--- config.mk ---
export PLATFORM = sky130hd
export DESIGN_NAME = alu_result
export DESIGN_NICKNAME = d
export VERILOG_FILES = /design/src/hw/alu_pkg.sv /design/src/hw/alu_result.sv
export VERILOG_INCLUDE_DIRS = /design/src /design/src/include
export SDC_FILE = /design/constraint.sdc
export NUM_CORES = 1
export LEC_CHECK = 0
export BUFFER_PORTS_ARGS = -buffer_cell sky130_fd_sc_hd__buf_4
export CAP_MARGIN = 0
export CORE_MARGIN = 3
export CORE_UTILIZATION = 30
export CTS_BUF_LIST = sky130_fd_sc_hd__clkbuf_16
export DETAILED_ROUTE_END_ITERATION = 8
export PLACE_DENSITY = 0.74
export REMOVE_ABC_BUFFERS = 1
export SLEW_MARGIN = 30
export SYNTH_ARGS = -nofsm -noshare
export SYNTH_HDL_FRONTEND = slang
export SYNTH_SLANG_ARGS = --single-unit
--- constraint.sdc ---
create_clock -name clock -period 0.8 [get_ports clock]
set_clock_uncertainty 0.05 [all_clocks]
set_input_delay 0.04 -clock clock [delete_from_list [all_inputs] [get_ports clock]]
set_output_delay 0.04 -clock clock [all_outputs]
set_load 0.02 [all_outputs]
--- src/include/alu_config.svh ---
`ifndef ALU_CONFIG_SVH
`define ALU_CONFIG_SVH

// datapath width in bits
`define ALU_XLEN 32

// major opcodes accepted by the decoder
`define ALU_OPC_OP     7'b0110011
`define ALU_OPC_OP_IMM 7'b0010011
`define ALU_OPC_BRANCH 7'b1100011

`endif

--- src/hw/alu_pkg.sv ---
`include "alu_config.svh"

package alu_pkg;

  // alu operations, rv32i base group then m extension
  typedef enum logic [4:0] {
    op_add,
    op_sub,
    op_sll,
    op_slt,
    op_sltu,
    op_xor,
    op_srl,
    op_sra,
    op_or,
    op_and,
    op_mul,
    op_mulh,
    op_mulhsu,
    op_mulhu,
    op_div,
    op_divu,
    op_rem,
    op_remu
  } alu_op_t;

  // branch compare kinds, none for non-branch instructions
  typedef enum logic [2:0] {
    cond_none,
    cond_eq,
    cond_ne,
    cond_lt,
    cond_ge,
    cond_ltu,
    cond_geu
  } branch_cond_t;

  typedef struct packed {
    logic zero;
    logic negative;
    logic carry_out;
    logic overflow;
  } alu_flags_t;

  // decode to execute
  typedef struct packed {
    alu_op_t               op;
    branch_cond_t          cond;
    logic [4:0]            rd;
    logic                  we;
    logic                  illegal;
    logic [`ALU_XLEN-1:0]  a;
    logic [`ALU_XLEN-1:0]  b;
  } decoded_t;

  // execute to result
  typedef struct packed {
    logic [`ALU_XLEN-1:0]  result;
    alu_flags_t            flags;
    branch_cond_t          cond;
    logic [4:0]            rd;
    logic                  we;
    logic                  illegal;
  } executed_t;

endpackage

--- src/hw/alu_result.sv ---
`timescale 1ns/1ps
`include "alu_config.svh"

module alu_result (
  input  logic                 clock,
  input  logic                 arst_n,
  input  logic                 ex_valid,
  input  alu_pkg::executed_t   ex,
  output logic                 out_valid,
  output logic [`ALU_XLEN-1:0] result,
  output logic [4:0]           rd,
  output logic                 write_en,
  output alu_pkg::alu_flags_t  flags,
  output logic                 branch_taken,
  output logic                 illegal
);
  import alu_pkg::*;

  logic lt;
  logic take;

  // signed less-than from the subtract flags
  assign lt = ex.flags.negative ^ ex.flags.overflow;

  always_comb begin
    case (ex.cond)
      cond_eq:  take = ex.flags.zero;
      cond_ne:  take = ~ex.flags.zero;
      cond_lt:  take = lt;
      cond_ge:  take = ~lt;
      cond_ltu: take = ~ex.flags.carry_out;
      cond_geu: take = ex.flags.carry_out;
      default:  take = 1'b0;
    endcase
  end

  always_ff @(posedge clock or negedge arst_n) begin
    if (!arst_n) begin
      out_valid    <= 1'b0;
      write_en     <= 1'b0;
      branch_taken <= 1'b0;
      illegal      <= 1'b0;
    end else begin
      out_valid    <= ex_valid;
      write_en     <= ex_valid & ex.we;
      branch_taken <= ex_valid & take;
      if (ex_valid) begin
        illegal <= ex.illegal;
      end
    end
  end

  // result data holds between instructions
  always_ff @(posedge clock) begin
    if (ex_valid) begin
      result <= ex.result;
      rd     <= ex.rd;
      flags  <= ex.flags;
    end
  end

endmodule

==> key figures <==
Status
  • Status: complete, but fails checks
  • Failing checks: hold timing, setup timing

Routing
  • Via count: 1,071
  • Drt wl/cell: 14.3 um
  • 1st-iter DRT viols: 34
  • Via/cell ratio: between 4 and 5
  • DRC viols: 0
  • Pre-Repair DR Iteration Count: 4
  • Final ANT Viol Nets: 0
  • Post-Route WL: between 3 and 4 mm

Global routing
  • All-Layer GR Usage: around 14%
  • Initial antenna violation count: 0
  • First-pass GRT wire length: 5.41 mm
  • Grt total ovfl: 0
  • Largest net degree at the start of global routing: 29
  • Vias in the first global route: between 1k and 1.5k

Die
  • Die Y: ~75 um
  • Initial core utilization: between 30% and 40%
  • Row cnt: 24
  • Core footprint: 4470 sq um
  • Die Wd: ~75 um
  • Io pins: 94
  • Die footprint: 5590 sq um

Power
  • Switching share of power: 22.2%
  • Register share of total power: roughly half
  • P_sw: 1.30 mW
  • Power Dens Cells: ~2000 nW/um^2
  • Static leakage power: 1.28 nW
  • Internal Dissipation: 4.56 mW
  • Worst IR drop on VDD: between 1 and 1.5 mV
  • Clock network power share: 32.5%
  • Comb power frac: between 10% and 20%

Timing
  • WHS: -0.0792 ns
  • Slew margin rel.: around nine tenths
  • Max Clock Freq: 1080 MHz
  • Pins Over Slew Limit: 0
  • Fin worst setup slack: -0.124 ns
  • RSZ-0062 raised after global routing: yes
  • Period minus WS final: 0.924 ns
  • Count of final setup violators: 46
  • Hold Fails Final Rpt: 3
  • Least-Margin Pin Slew: 0.170 ns
  • Final period util: 115%

Synth
  • Synthesized cell area: between 1000 and 1500 sq um
  • Mean Syn Cell Area: around 26 sq um
  • Synth Warn #: 0
  • Post-synth top area share: just under 90%
  • Area contributors post-synth: edfxtp_1, dfrtp_1, a221oi_2
  • Synth cell types: 12
  • Yosys reg bits: 45
  • Syn Inst Count: 55
  • Seq/Total Area, Yosys: around 94%
  • Post-synth top area cell: edfxtp_1

Final layout
  • Antenna diodes: 0
  • Share of cells above drive strength 1: 52.7%
  • Design area: around 3000 sq um
  • Layout overhead on the synthesized area: 110%
  • Fin cells: about 260
  • Total Nets Final: 253
  • Utilization of the core after routing: between 60% and 70%

Placement
  • Setup WS pre-CTS: -0.136 ns
  • Placed Area: ~2200 sq um
  • Count of input and output buffers: 93
  • RD Place Congestion: 0.680
  • Cell count after placement: between 200 and 250

Setup path
  • Crit-path max cell delay: approximately 0.40 ns
  • Worst Setup Start Kind: register
  • CP arrival: ~0.83 ns
  • Critical path class: reg -> out
  • Critical Path RT: 0.71 ns
  • Crit. End Element: primary output
  • CP max-delay cell: edfxtp_1
  • Worst path top cell family by delay: flip-flops
  • Crit-path cells: buf_6
  • Critical path buffers and inverters: 1
  • CP Max Fanout: 1

Worst hold path
  • Worst hold path type: in -> reg

CTS
  • Num CTS Buffers: 5
  • Root buffer selected by CTS: clkbuf_16
  • Clk sinks: 45
  • Hold-fix buffers at CTS: 43
  • H-tree lvl count: 2
  • Clk pin slew, worst setup/hold paths: roughly 0.06 ns
  • Worst-Skew Late Latency: 0.27 ns
  • CTS tree: done
  • Max Root-Sink Buffers: 2

Job
  • Max-cap violations: 0
==> synth_stat cells (all sizes together) <==
cell	instances
dfrtp	4
and2	1
inv	1
o22a	1
nand3	1
edfxtp	41
mux2	2
xnor2	1
o211a	1
nor2	1
a221oi	1
==> repair_timing <==
action	CTS	global route
gates resized for setup	45	0
hold endpoints to repair	49	3
setup endpoints to repair	46	46
setup buffers	0	0
==> cell families (layout without fill, tap and decap cells) <==
family	after synthesis	in the layout	share of synthesized area (%)
AO/OA/AOI/OAI	3	3	2.38
XOR/XNOR	1	1	0.617
buffers and inverters	1	151	0.264
flip-flops	45	45	93.8
multiplexers	2	2	1.85
AND/OR/NAND/NOR	3	3	1.06
==> worst paths after layout <==
kind | start | endpoint | slack, ns | cells past startpoint
max in group asynchronous | arst_n | branch_taken$_DFF_PN0_ | 0.55 | 2
hold / removal | ex[13] | flags[3]$_DFFE_PP_ | -0.08 | 1
setup / recovery | result[19]$_DFFE_PP_ | result[19] | -0.12 | 1
setup reg to reg | illegal$_DFFE_PN0P_ | illegal$_DFFE_PN0P_ | -0.02 | 1
min in group asynchronous | arst_n | out_valid$_DFF_PN0_ | 0.05 | 2
hold reg to reg | illegal$_DFFE_PN0P_ | illegal$_DFFE_PN0P_ | 0.51 | 1
==> power by group through the flow <==
| stage | Sequential (mW) | Combinational [mW] | Clock (mW) |
|---|---|---|---|
| final | 2.86 | 1.09 | 1.91 |
| after global routing | 2.88 | 1.15 | 2.08 |
| after CTS | 2.86 | 1.10 | 1.98 |
| after detailed placement | 2.87 | 0.823 | 0 |
| after global placement | 2.87 | 0.808 | 0 |
| after floorplan | 3.11 | 0.0365 | 0 |
==> per-layer routing <==
metal	share of wire [%]	global-route usage, %	wire length [um]	up-vias
li1	-	-	-	514
met1	35	13.6	1300	494
met2	55	25.5	2010	58
met3	8.7	5.61	321	5
met4	0.93	3.56	34	0
met5	0	0	0	-
==> layout by cell type, fill, tap and decap left out, drive strengths merged <==
| master | n |
|---|---|
| and2 | 1 |
| nor2 | 1 |
| clkbuf | 5 |
| inv | 2 |
| clkinvlp | 1 |
| edfxtp | 41 |
| buf | 99 |
| clkinv | 1 |
| dfrtp | 4 |
| nand3 | 1 |
| mux2 | 2 |
| dlygate4sd3 | 43 |
| o211a | 1 |
| a221oi | 1 |
| xnor2 | 1 |
| o22a | 1 |
==> metrics by stage <==
step,total power [mW],setup TNS (ns)
2_1_floorplan,3.15,-0.0761
3_3_place_gp,3.67,-0.122
3_5_place_dp,3.70,-0.138
4_1_cts,5.94,-4.63
5_1_grt,6.11,-5.59
6_report,5.86,-4.12
==> area by class of cell <==
cell class / count / area (sq um)
clock buffer: 5 / 125
clock inverter: 3 / 15.0
fill: 315 / 1500
inverter: 1 / 3.75
multi-input combinational: 9 / 83.8
sequential: 45 / 1330
tap: 52 / 65.1
timing repair buffer: 142 / 1360
==> flip-flops by register name (all words and copies together) (netlist names) <==
register,flops
result,32
out_valid,1
branch_taken,1
rd,5
illegal,1
flags,4
write_en,1
Power figures use the tool's default switching activity.
