[src/include/alu_config.svh]
`ifndef ALU_CONFIG_SVH
`define ALU_CONFIG_SVH

// datapath width in bits
`define ALU_XLEN 32

// major opcodes accepted by the decoder
`define ALU_OPC_OP     7'b0110011
`define ALU_OPC_OP_IMM 7'b0010011
`define ALU_OPC_BRANCH 7'b1100011

`endif

[src/hw/alu_pkg.sv]
`include "alu_config.svh"

package alu_pkg;

  // alu operations, rv32i base group then m extension
  typedef enum logic [4:0] {
    op_add,
    op_sub,
    op_sll,
    op_slt,
    op_sltu,
    op_xor,
    op_srl,
    op_sra,
    op_or,
    op_and,
    op_mul,
    op_mulh,
    op_mulhsu,
    op_mulhu,
    op_div,
    op_divu,
    op_rem,
    op_remu
  } alu_op_t;

  // branch compare kinds, none for non-branch instructions
  typedef enum logic [2:0] {
    cond_none,
    cond_eq,
    cond_ne,
    cond_lt,
    cond_ge,
    cond_ltu,
    cond_geu
  } branch_cond_t;

  typedef struct packed {
    logic zero;
    logic negative;
    logic carry_out;
    logic overflow;
  } alu_flags_t;

  // decode to execute
  typedef struct packed {
    alu_op_t               op;
    branch_cond_t          cond;
    logic [4:0]            rd;
    logic                  we;
    logic                  illegal;
    logic [`ALU_XLEN-1:0]  a;
    logic [`ALU_XLEN-1:0]  b;
  } decoded_t;

  // execute to result
  typedef struct packed {
    logic [`ALU_XLEN-1:0]  result;
    alu_flags_t            flags;
    branch_cond_t          cond;
    logic [4:0]            rd;
    logic                  we;
    logic                  illegal;
  } executed_t;

endpackage

[src/hw/alu_decoder.sv]
`timescale 1ns/1ps
`include "alu_config.svh"

module alu_decoder (
  input  logic                 clock,
  input  logic                 arst_n,
  input  logic                 in_valid,
  input  logic [31:0]          instr,
  input  logic [`ALU_XLEN-1:0] rs1_data,
  input  logic [`ALU_XLEN-1:0] rs2_data,
  output logic                 dec_valid,
  output alu_pkg::decoded_t    dec
);
  import alu_pkg::*;

  logic [6:0] opcode;
  logic [2:0] funct3;
  logic [6:0] funct7;
  logic [`ALU_XLEN-1:0] imm_i;
  decoded_t next;

  assign opcode = instr[6:0];
  assign funct3 = instr[14:12];
  assign funct7 = instr[31:25];
  assign imm_i  = {{(`ALU_XLEN-12){instr[31]}}, instr[31:20]};

  // funct3 selects the same base op for register and immediate forms
  function automatic alu_op_t base_op(input logic [2:0] f3);
    case (f3)
      3'b000: return op_add;
      3'b001: return op_sll;
      3'b010: return op_slt;
      3'b011: return op_sltu;
      3'b100: return op_xor;
      3'b101: return op_srl;
      3'b110: return op_or;
      default: return op_and;
    endcase
  endfunction

  always_comb begin
    next         = '0;
    next.op      = op_add;
    next.cond    = cond_none;
    next.rd      = instr[11:7];
    next.a       = rs1_data;
    next.b       = rs2_data;
    case (opcode)
      `ALU_OPC_OP: begin
        if (funct7 == 7'b0000000) begin
          next.op = base_op(funct3);
        end else if (funct7 == 7'b0100000 && funct3 == 3'b000) begin
          next.op = op_sub;
        end else if (funct7 == 7'b0100000 && funct3 == 3'b101) begin
          next.op = op_sra;
        end else if (funct7 == 7'b0000001) begin
          // m group follows funct3 in enum order
          next.op = alu_op_t'(5'(op_mul) + 5'(funct3));
        end else begin
          next.illegal = 1'b1;
        end
      end
      `ALU_OPC_OP_IMM: begin
        next.b  = imm_i;
        next.op = base_op(funct3);
        if (funct3 == 3'b001 && funct7 != 7'b0000000) begin
          next.illegal = 1'b1;
        end else if (funct3 == 3'b101) begin
          next.illegal = (funct7 & 7'b1011111) != 7'b0000000;
          if (funct7[5]) begin
            next.op = op_sra;
          end
        end
      end
      `ALU_OPC_BRANCH: begin
        next.op = op_sub;
        case (funct3)
          3'b000: next.cond = cond_eq;
          3'b001: next.cond = cond_ne;
          3'b100: next.cond = cond_lt;
          3'b101: next.cond = cond_ge;
          3'b110: next.cond = cond_ltu;
          3'b111: next.cond = cond_geu;
          default: next.illegal = 1'b1;
        endcase
      end
      default: next.illegal = 1'b1;
    endcase
    // branches, illegal encodings and x0 never write
    next.we = !next.illegal && next.rd != 5'd0 && opcode != `ALU_OPC_BRANCH;
  end

  always_ff @(posedge clock or negedge arst_n) begin
    if (!arst_n) begin
      dec_valid <= 1'b0;
    end else begin
      dec_valid <= in_valid;
    end
  end

  always_ff @(posedge clock) begin
    if (in_valid) begin
      dec <= next;
    end
  end

endmodule

[config.mk]
export PLATFORM = sky130hd
export DESIGN_NAME = alu_decoder
export DESIGN_NICKNAME = d
export VERILOG_FILES = /design/src/hw/alu_pkg.sv /design/src/hw/alu_decoder.sv
export VERILOG_INCLUDE_DIRS = /design/src /design/src/include
export SDC_FILE = /design/constraint.sdc
export NUM_CORES = 1
export LEC_CHECK = 0
export ABC_CLOCK_PERIOD_IN_PS = 970
export BUFFER_PORTS_ARGS = -buffer_cell sky130_fd_sc_hd__clkbuf_2
export CAP_MARGIN = 20
export CORE_AREA = 5 5 102 104
export CTS_CLUSTER_DIAMETER = 30
export DETAILED_ROUTE_END_ITERATION = 7
export DIE_AREA = 0 0 107 109
export PLACE_DENSITY = 0.66
export SKIP_CTS_REPAIR_TIMING = 1
export SYNTH_ARGS = -nofsm -noshare
export SYNTH_HDL_FRONTEND = slang
export SYNTH_SLANG_ARGS = --single-unit
[constraint.sdc]
create_clock -name clock -period 0.97 [get_ports clock]
set_input_delay 0.194 -clock clock [delete_from_list [all_inputs] [get_ports clock]]
set_output_delay 0.194 -clock clock [all_outputs]
set_load 0.03 [all_outputs]
==> results_dict.tcl, run 1 <==
set metrics [dict create \
    sw_frac_of_total_pct 27.7 \
    clock-sinks 80 \
    end_kind "register" \
    fmax_mhz 789 \
    clkTransAtPathRegs_ns 0.08 \
    drc 0 \
    finalNetCount 522 \
    setup_tns_ns -17.61 \
    whs_ns 0.0185 \
    grt_pass1_vias 2502 \
    pre_cts_slack_ns -0.669 \
    die_y_um 109 \
    syn2layout_area_growth_pct 71.8 \
    holdPathStages 1 \
    synthMuxAreaShare_pct 4.33 \
    comb_power_share_pct 21.5 \
    place_hpwl_um 6920 \
    cap_violations 0 \
    dieArea_mm2 0.0117 \
    fin_crit_ns 1.27 \
    avgViaCountPerCell 4.74 \
    synth_top_family_by_area "compound AO/OA/AOI/OAI gates" \
    crit_required_ns 1.07 \
    ys_seq_elements 80 \
    synth_edf_count 79 \
    critPathSlowestCell "or3_4" \
    ys_seq_area_share_pct 74.7 \
    finalHoldViolations 0 \
    ys.flop_type "edfxtp_1" \
    worstPathCellList "buf_6, nand4bb_4, or3_4, clkbuf_16, mux2_4" \
    cts_buffer_depth 2 \
    cts_buffers 9 \
    dr.pass1.iters 6 \
    critPathBufInv 2 \
    synth-xor-area-share_pct 0.819 \
    powerDensity_mw_per_mm2 1510 \
    hp-class "primary input to register" \
    synth_fa_ha_area_share_pct 0.390 \
    hold_end "dec[59]$_DFFE_PP_" \
    avgSynthCellArea_um2 16.5 \
    fp.coreArea_mm2 0.00946 \
    violations "negative setup slack" \
    finalSetupViolCount 115 \
    crit_family "simple AND/OR/NAND/NOR gates" \
    p_int_mw 6.01 \
    grt_overflow 0 \
    port-buffer-count 173 \
    syn_nets 294 \
    ant_nets 0 \
    p_seq_share_pct 50.8 \
    cpPeakStageDelay_ns 0.40 \
    synthArstFlopShare_pct 1.25 \
    die_w_um 107 \
    final_util_pct 58.3 \
    start_util_pct 33.9 \
    fin_ws_ns -0.298 \
    criticalPathCategory "primary input to register" \
    worst_setup_path_start_kind "primary input" \
    gp_congestion 0.844 \
    layout-drive-gt1-share_pct 58.5 \
    drt_iter0_markers 113 \
    avgRoutedWirePerCell_um 19.2 \
    root_buffer "clkbuf_8" \
    status "complete, but fails checks" \
    cellLeakagePower_nw 2.44 \
    vias 2569 \
    rows 36 \
    grt_usage_pct 14.7 \
    synth_cell_types 40 \
    netlist_instances 194 \
    synth-compound-area-share_pct 9.83 \
    antenna_found_initial 4 \
    cts_tree "yes" \
    p_clk_share_pct 27.7 \
    critPathMaxFanout 7 \
    synth_area_mm2 0.00321 \
    routed_wl_um 10400 \
    slew_headroom_pct 82.3 \
    yosysWarnings 0 \
    rsz0062_at_grt "yes" \
    holdCritStartpoint "rs1_data[27]" \
    p_switching_mw 2.30 \
    io_pins 179 \
    peakVddDrop_mv 0.720 \
    finalCritPeriodShare_pct 131 \
    cp.arrival_ns 1.37 \
    grt_max_degree 31 \
    synthSimpleGateAreaFrac_pct 7.37 \
    h-tree-depth 3 \
    slew_viol_final 0 \
    worstMarginPinSlew_ns 0.262 \
    grt_first_pass_wirelength_um 12700 \
    power_mw 8.32 \
]
[stage by stage]
step | cell area, um2 | instances
6_report | 5510 | 542
5_1_grt | 5510 | 542
4_1_cts | 4680 | 518
3_5_place_dp | 4500 | 502
3_3_place_gp | 4500 | 502
2_1_floorplan | 3270 | 194
[power groups by stage]
| stage | Clock (mW) | Sequential (mW) | Combinational [mW] |
|---|---|---|---|
| 5_1_grt | 2.53 | 4.25 | 1.87 |
| 2_1_floorplan | 0 | 4.78 | 0.209 |
| 3_5_place_dp | 0 | 4.24 | 1.39 |
| 4_1_cts | 2.33 | 4.16 | 1.39 |
| 3_3_place_gp | 0 | 4.23 | 1.38 |
| 6_report | 2.31 | 4.23 | 1.78 |
[placed cells by master, fill, tap and decap left out, types with 3 or more instances in the layout]
| master | instances |
|---|---|
| buf_6 | 79 |
| inv_1 | 3 |
| a21oi_1 | 5 |
| edfxtp_1 | 79 |
| mux2_4 | 7 |
| xnor2_1 | 3 |
| a21o_1 | 21 |
| dlygate4sd3_1 | 20 |
| clkbuf_2 | 88 |
| clkbuf_16 | 3 |
| buf_4 | 31 |
| nor2b_1 | 5 |
| nand2_1 | 5 |
| nor2_2 | 4 |
| nor2_1 | 7 |
| mux2_2 | 3 |
| clkbuf_8 | 11 |
| buf_12 | 6 |
[sequential cells by signal, indices dropped and copies added (netlist names)]
name,cells
dec,79
dec_valid,1
[Yosys cell counts (all sizes together), types with 2 or more instances]
cell / number / area share (%)
edfxtp: 79 / 74
a21o: 21 / 4.9
nor2: 12 / 1.4
mux2: 10 / 4.3
buf: 7 / 1.6
nand2: 6 / 0.70
nor2b: 6 / 1.2
a21oi: 5 / 0.78
clkbuf: 5 / 0.59
o21ai: 4 / 0.62
inv: 3 / 0.35
xnor2: 3 / 0.82
a211oi: 2 / 0.47
nand2b: 2 / 0.39
nand3: 2 / 0.31
nand3b: 2 / 0.47
nor3: 2 / 0.31
nor4b: 2 / 0.55
o211ai: 2 / 0.47
o22ai: 2 / 0.39
[per-layer routing]
metal	vias to the layer above	GRT usage, %	routed length, um
met1	1219	14.9	3730
met3	18	7.70	978
met5	-	0	45
met4	6	6.39	197
li1	1200	-	-
met2	126	25.5	5460
[cell families after synthesis]
group           count (synthesis)
simple gates                   41
mux                            10
buf+inv                        15
fa+ha+maj                       1
flops                          80
xor+xnor                        3
compound gates                 44
[layout make-up]
class	instances	area (um2)
repair buffers	229	1980
flip-flops and latches	80	2400
clock buffers	12	155
fillers	719	3950
multi-input cells	99	795
diodes	1	2.50
well taps	114	143
clock inverters	4	28.8
inverters	3	11.3
[worst max-delay path by stage]
stage	to	depth (start not counted)	from
final	dec[4]$_DFFE_PP_	5	instr[2]
after global routing	dec[26]$_DFFE_PP_	6	instr[2]
after CTS	dec[26]$_DFFE_PP_	6	instr[2]
after detailed placement	dec[28]$_DFFE_PP_	6	instr[2]
after global placement	dec[8]$_DFFE_PP_	5	instr[2]
after floorplan	dec[3]$_DFFE_PP_	5	instr[2]
(Power assumes the default switching activity.)
==> run 2, diff against run 1 <==
--- a/config.mk
+++ b/config.mk
@@ -13,6 +13,7 @@
 export CTS_CLUSTER_DIAMETER = 30
 export DETAILED_ROUTE_END_ITERATION = 7
 export DIE_AREA = 0 0 107 109
+export MAX_ROUTING_LAYER = met4
 export PLACE_DENSITY = 0.66
 export SKIP_CTS_REPAIR_TIMING = 1
 export SYNTH_ARGS = -nofsm -noshare
==> run 2 against run 1 <==
Against the previous run: the flow still finishes with violations (negative setup slack); sequential share of layout area grew 0.74 points; via count fell by 1.4%; wire length shrank 5.7%; critical endpoint unchanged; largest cell class unchanged.
==> results_dict.tcl, run 2 (same netlist as run 1, synthesis figures left out) <==
set metrics [dict create \
    peakVddDrop_mv 0.710 \
    start_util_pct 33.9 \
    hp-class "primary input to register" \
    io_pins 179 \
    worstPathCellList "buf_6, nand4bb_4, or3_4, clkbuf_16, mux2_4" \
    fill_cells 719 \
    cap_violations 0 \
    cellLeakagePower_nw 2.40 \
    routed_wl_um 9810 \
    holdPathStages 1 \
    critPathMaxFanout 7 \
    critPathSlowestCell "or3_4" \
    cp.arrival_ns 1.37 \
    drc 0 \
    sw_frac_of_total_pct 27.4 \
    slew_viol_final 0 \
    clock-sinks 80 \
    setup_tns_ns -17.13 \
    fmax_mhz 793 \
    place_hpwl_um 6920 \
    worstMarginPinSlew_ns 0.259 \
    grt_overflow 0 \
    comb_power_share_pct 21.1 \
    finalCritPeriodShare_pct 130 \
    die_w_um 107 \
    critPathBufInv 2 \
    final_cell_mix "88 x clkbuf_2, 79 x edfxtp_1, 79 x buf_6" \
    rows 36 \
    cpPeakStageDelay_ns 0.40 \
    rsz0062_at_grt "yes" \
    die_y_um 109 \
    h-tree-depth 3 \
    finalNetCount 512 \
    top_register "dec" \
    cts_tree "yes" \
    grt_pass1_vias 2496 \
    dr.pass1.iters 4 \
    vias 2532 \
    layout-drive-gt1-share_pct 60.0 \
    fp.coreArea_mm2 0.00946 \
    cp-startpoint "instr[2]" \
    violations "negative setup slack" \
    cts_buffer_depth 2 \
    endpoint "dec[4]$_DFFE_PP_" \
    root_buffer "clkbuf_8" \
    finalSetupViolCount 114 \
    fin_cells 535 \
    fin_ws_ns -0.292 \
    finalHoldViolations 0 \
    status "complete, but fails checks" \
    cts_buffers 9 \
    grt_usage_pct 15.2 \
    grt_max_degree 31 \
    dieArea_mm2 0.0117 \
    clkTransAtPathRegs_ns 0.08 \
    top_regs "dec (79), dec_valid (1)" \
    dp_cells 502 \
    powerDensity_mw_per_mm2 1520 \
    p_switching_mw 2.25 \
    crit_required_ns 1.08 \
    worst-path-stages 5 \
    power_mw 8.24 \
    pre_cts_slack_ns -0.669 \
    p_int_mw 5.99 \
    layout.cells.most_common "clkbuf_2" \
    grt_first_pass_wirelength_um 12700 \
    criticalPathCategory "primary input to register" \
    syn2layout_area_growth_pct 68.9 \
    largest_reg_flops 79 \
    crit_family "simple AND/OR/NAND/NOR gates" \
    slew_headroom_pct 82.5 \
    fin_crit_ns 1.26 \
    avgRoutedWirePerCell_um 18.3 \
    port-buffer-count 173 \
    gp_congestion 0.857 \
    drt_iter0_markers 125 \
    p_clk_share_pct 27.7 \
    avgViaCountPerCell 4.73 \
    end_kind "register" \
    antenna_found_initial 4 \
    ant_nets 0 \
    final_util_pct 57.3 \
    p_seq_share_pct 51.2 \
    worst_setup_path_start_kind "primary input" \
]
-- run 2: stage by stage --
stage	hold slack, ns	instance area (um2)
2_1_floorplan	-0.102	3270
3_3_place_gp	-0.0296	4500
3_5_place_dp	-0.0262	4500
4_1_cts	-0.420	4680
5_1_grt	-0.0105	5420
6_report	0.00948	5420
-- run 2: area by class of cell --
type                       instances  area (um2)  area share (%)
sequential                        80        2400            44.2
tap                              114         143            2.63
clock buffer                      12         155            2.86
antenna                            4        10.0           0.185
clock inverter                     4        28.8           0.531
multi-input combinational         99         795            14.7
timing repair buffer             219        1880            34.7
inverter                           3        11.3           0.208
-- run 2: how the worst min path moves through the flow --
| stage | startpoint | to | slack (ns) |
|---|---|---|---|
| 6_report | rs1_data[1] | dec[33]$_DFFE_PP_ | 0.009 |
| 5_1_grt | rs1_data[8] | dec[40]$_DFFE_PP_ | -0.01 |
| 4_1_cts | arst_n | dec_valid$_DFF_PN0_ | -0.42 |
| 3_5_place_dp | arst_n | dec_valid$_DFF_PN0_ | -0.03 |
| 3_3_place_gp | arst_n | dec_valid$_DFF_PN0_ | -0.03 |
| 2_1_floorplan | arst_n | dec_valid$_DFF_PN0_ | -0.10 |
-- run 2: layer usage --
layer  GRT usage [%]  vias up  part of all wire, %
met5               -        -                    0
met1            15.3     1220                   37
met2            25.4      112                   52
met3            6.51       11                  9.7
met4            7.49        0                  1.6
li1                -     1189                    -
-- run 2: power groups by stage --
| stage | clock network, mW | registers (mW) | logic [mW] |
|---|---|---|---|
| 2_1_floorplan | 0 | 4.78 | 0.209 |
| 3_3_place_gp | 0 | 4.23 | 1.38 |
| 3_5_place_dp | 0 | 4.24 | 1.39 |
| 4_1_cts | 2.33 | 4.16 | 1.39 |
| 5_1_grt | 2.53 | 4.25 | 1.83 |
| 6_report | 2.28 | 4.22 | 1.74 |
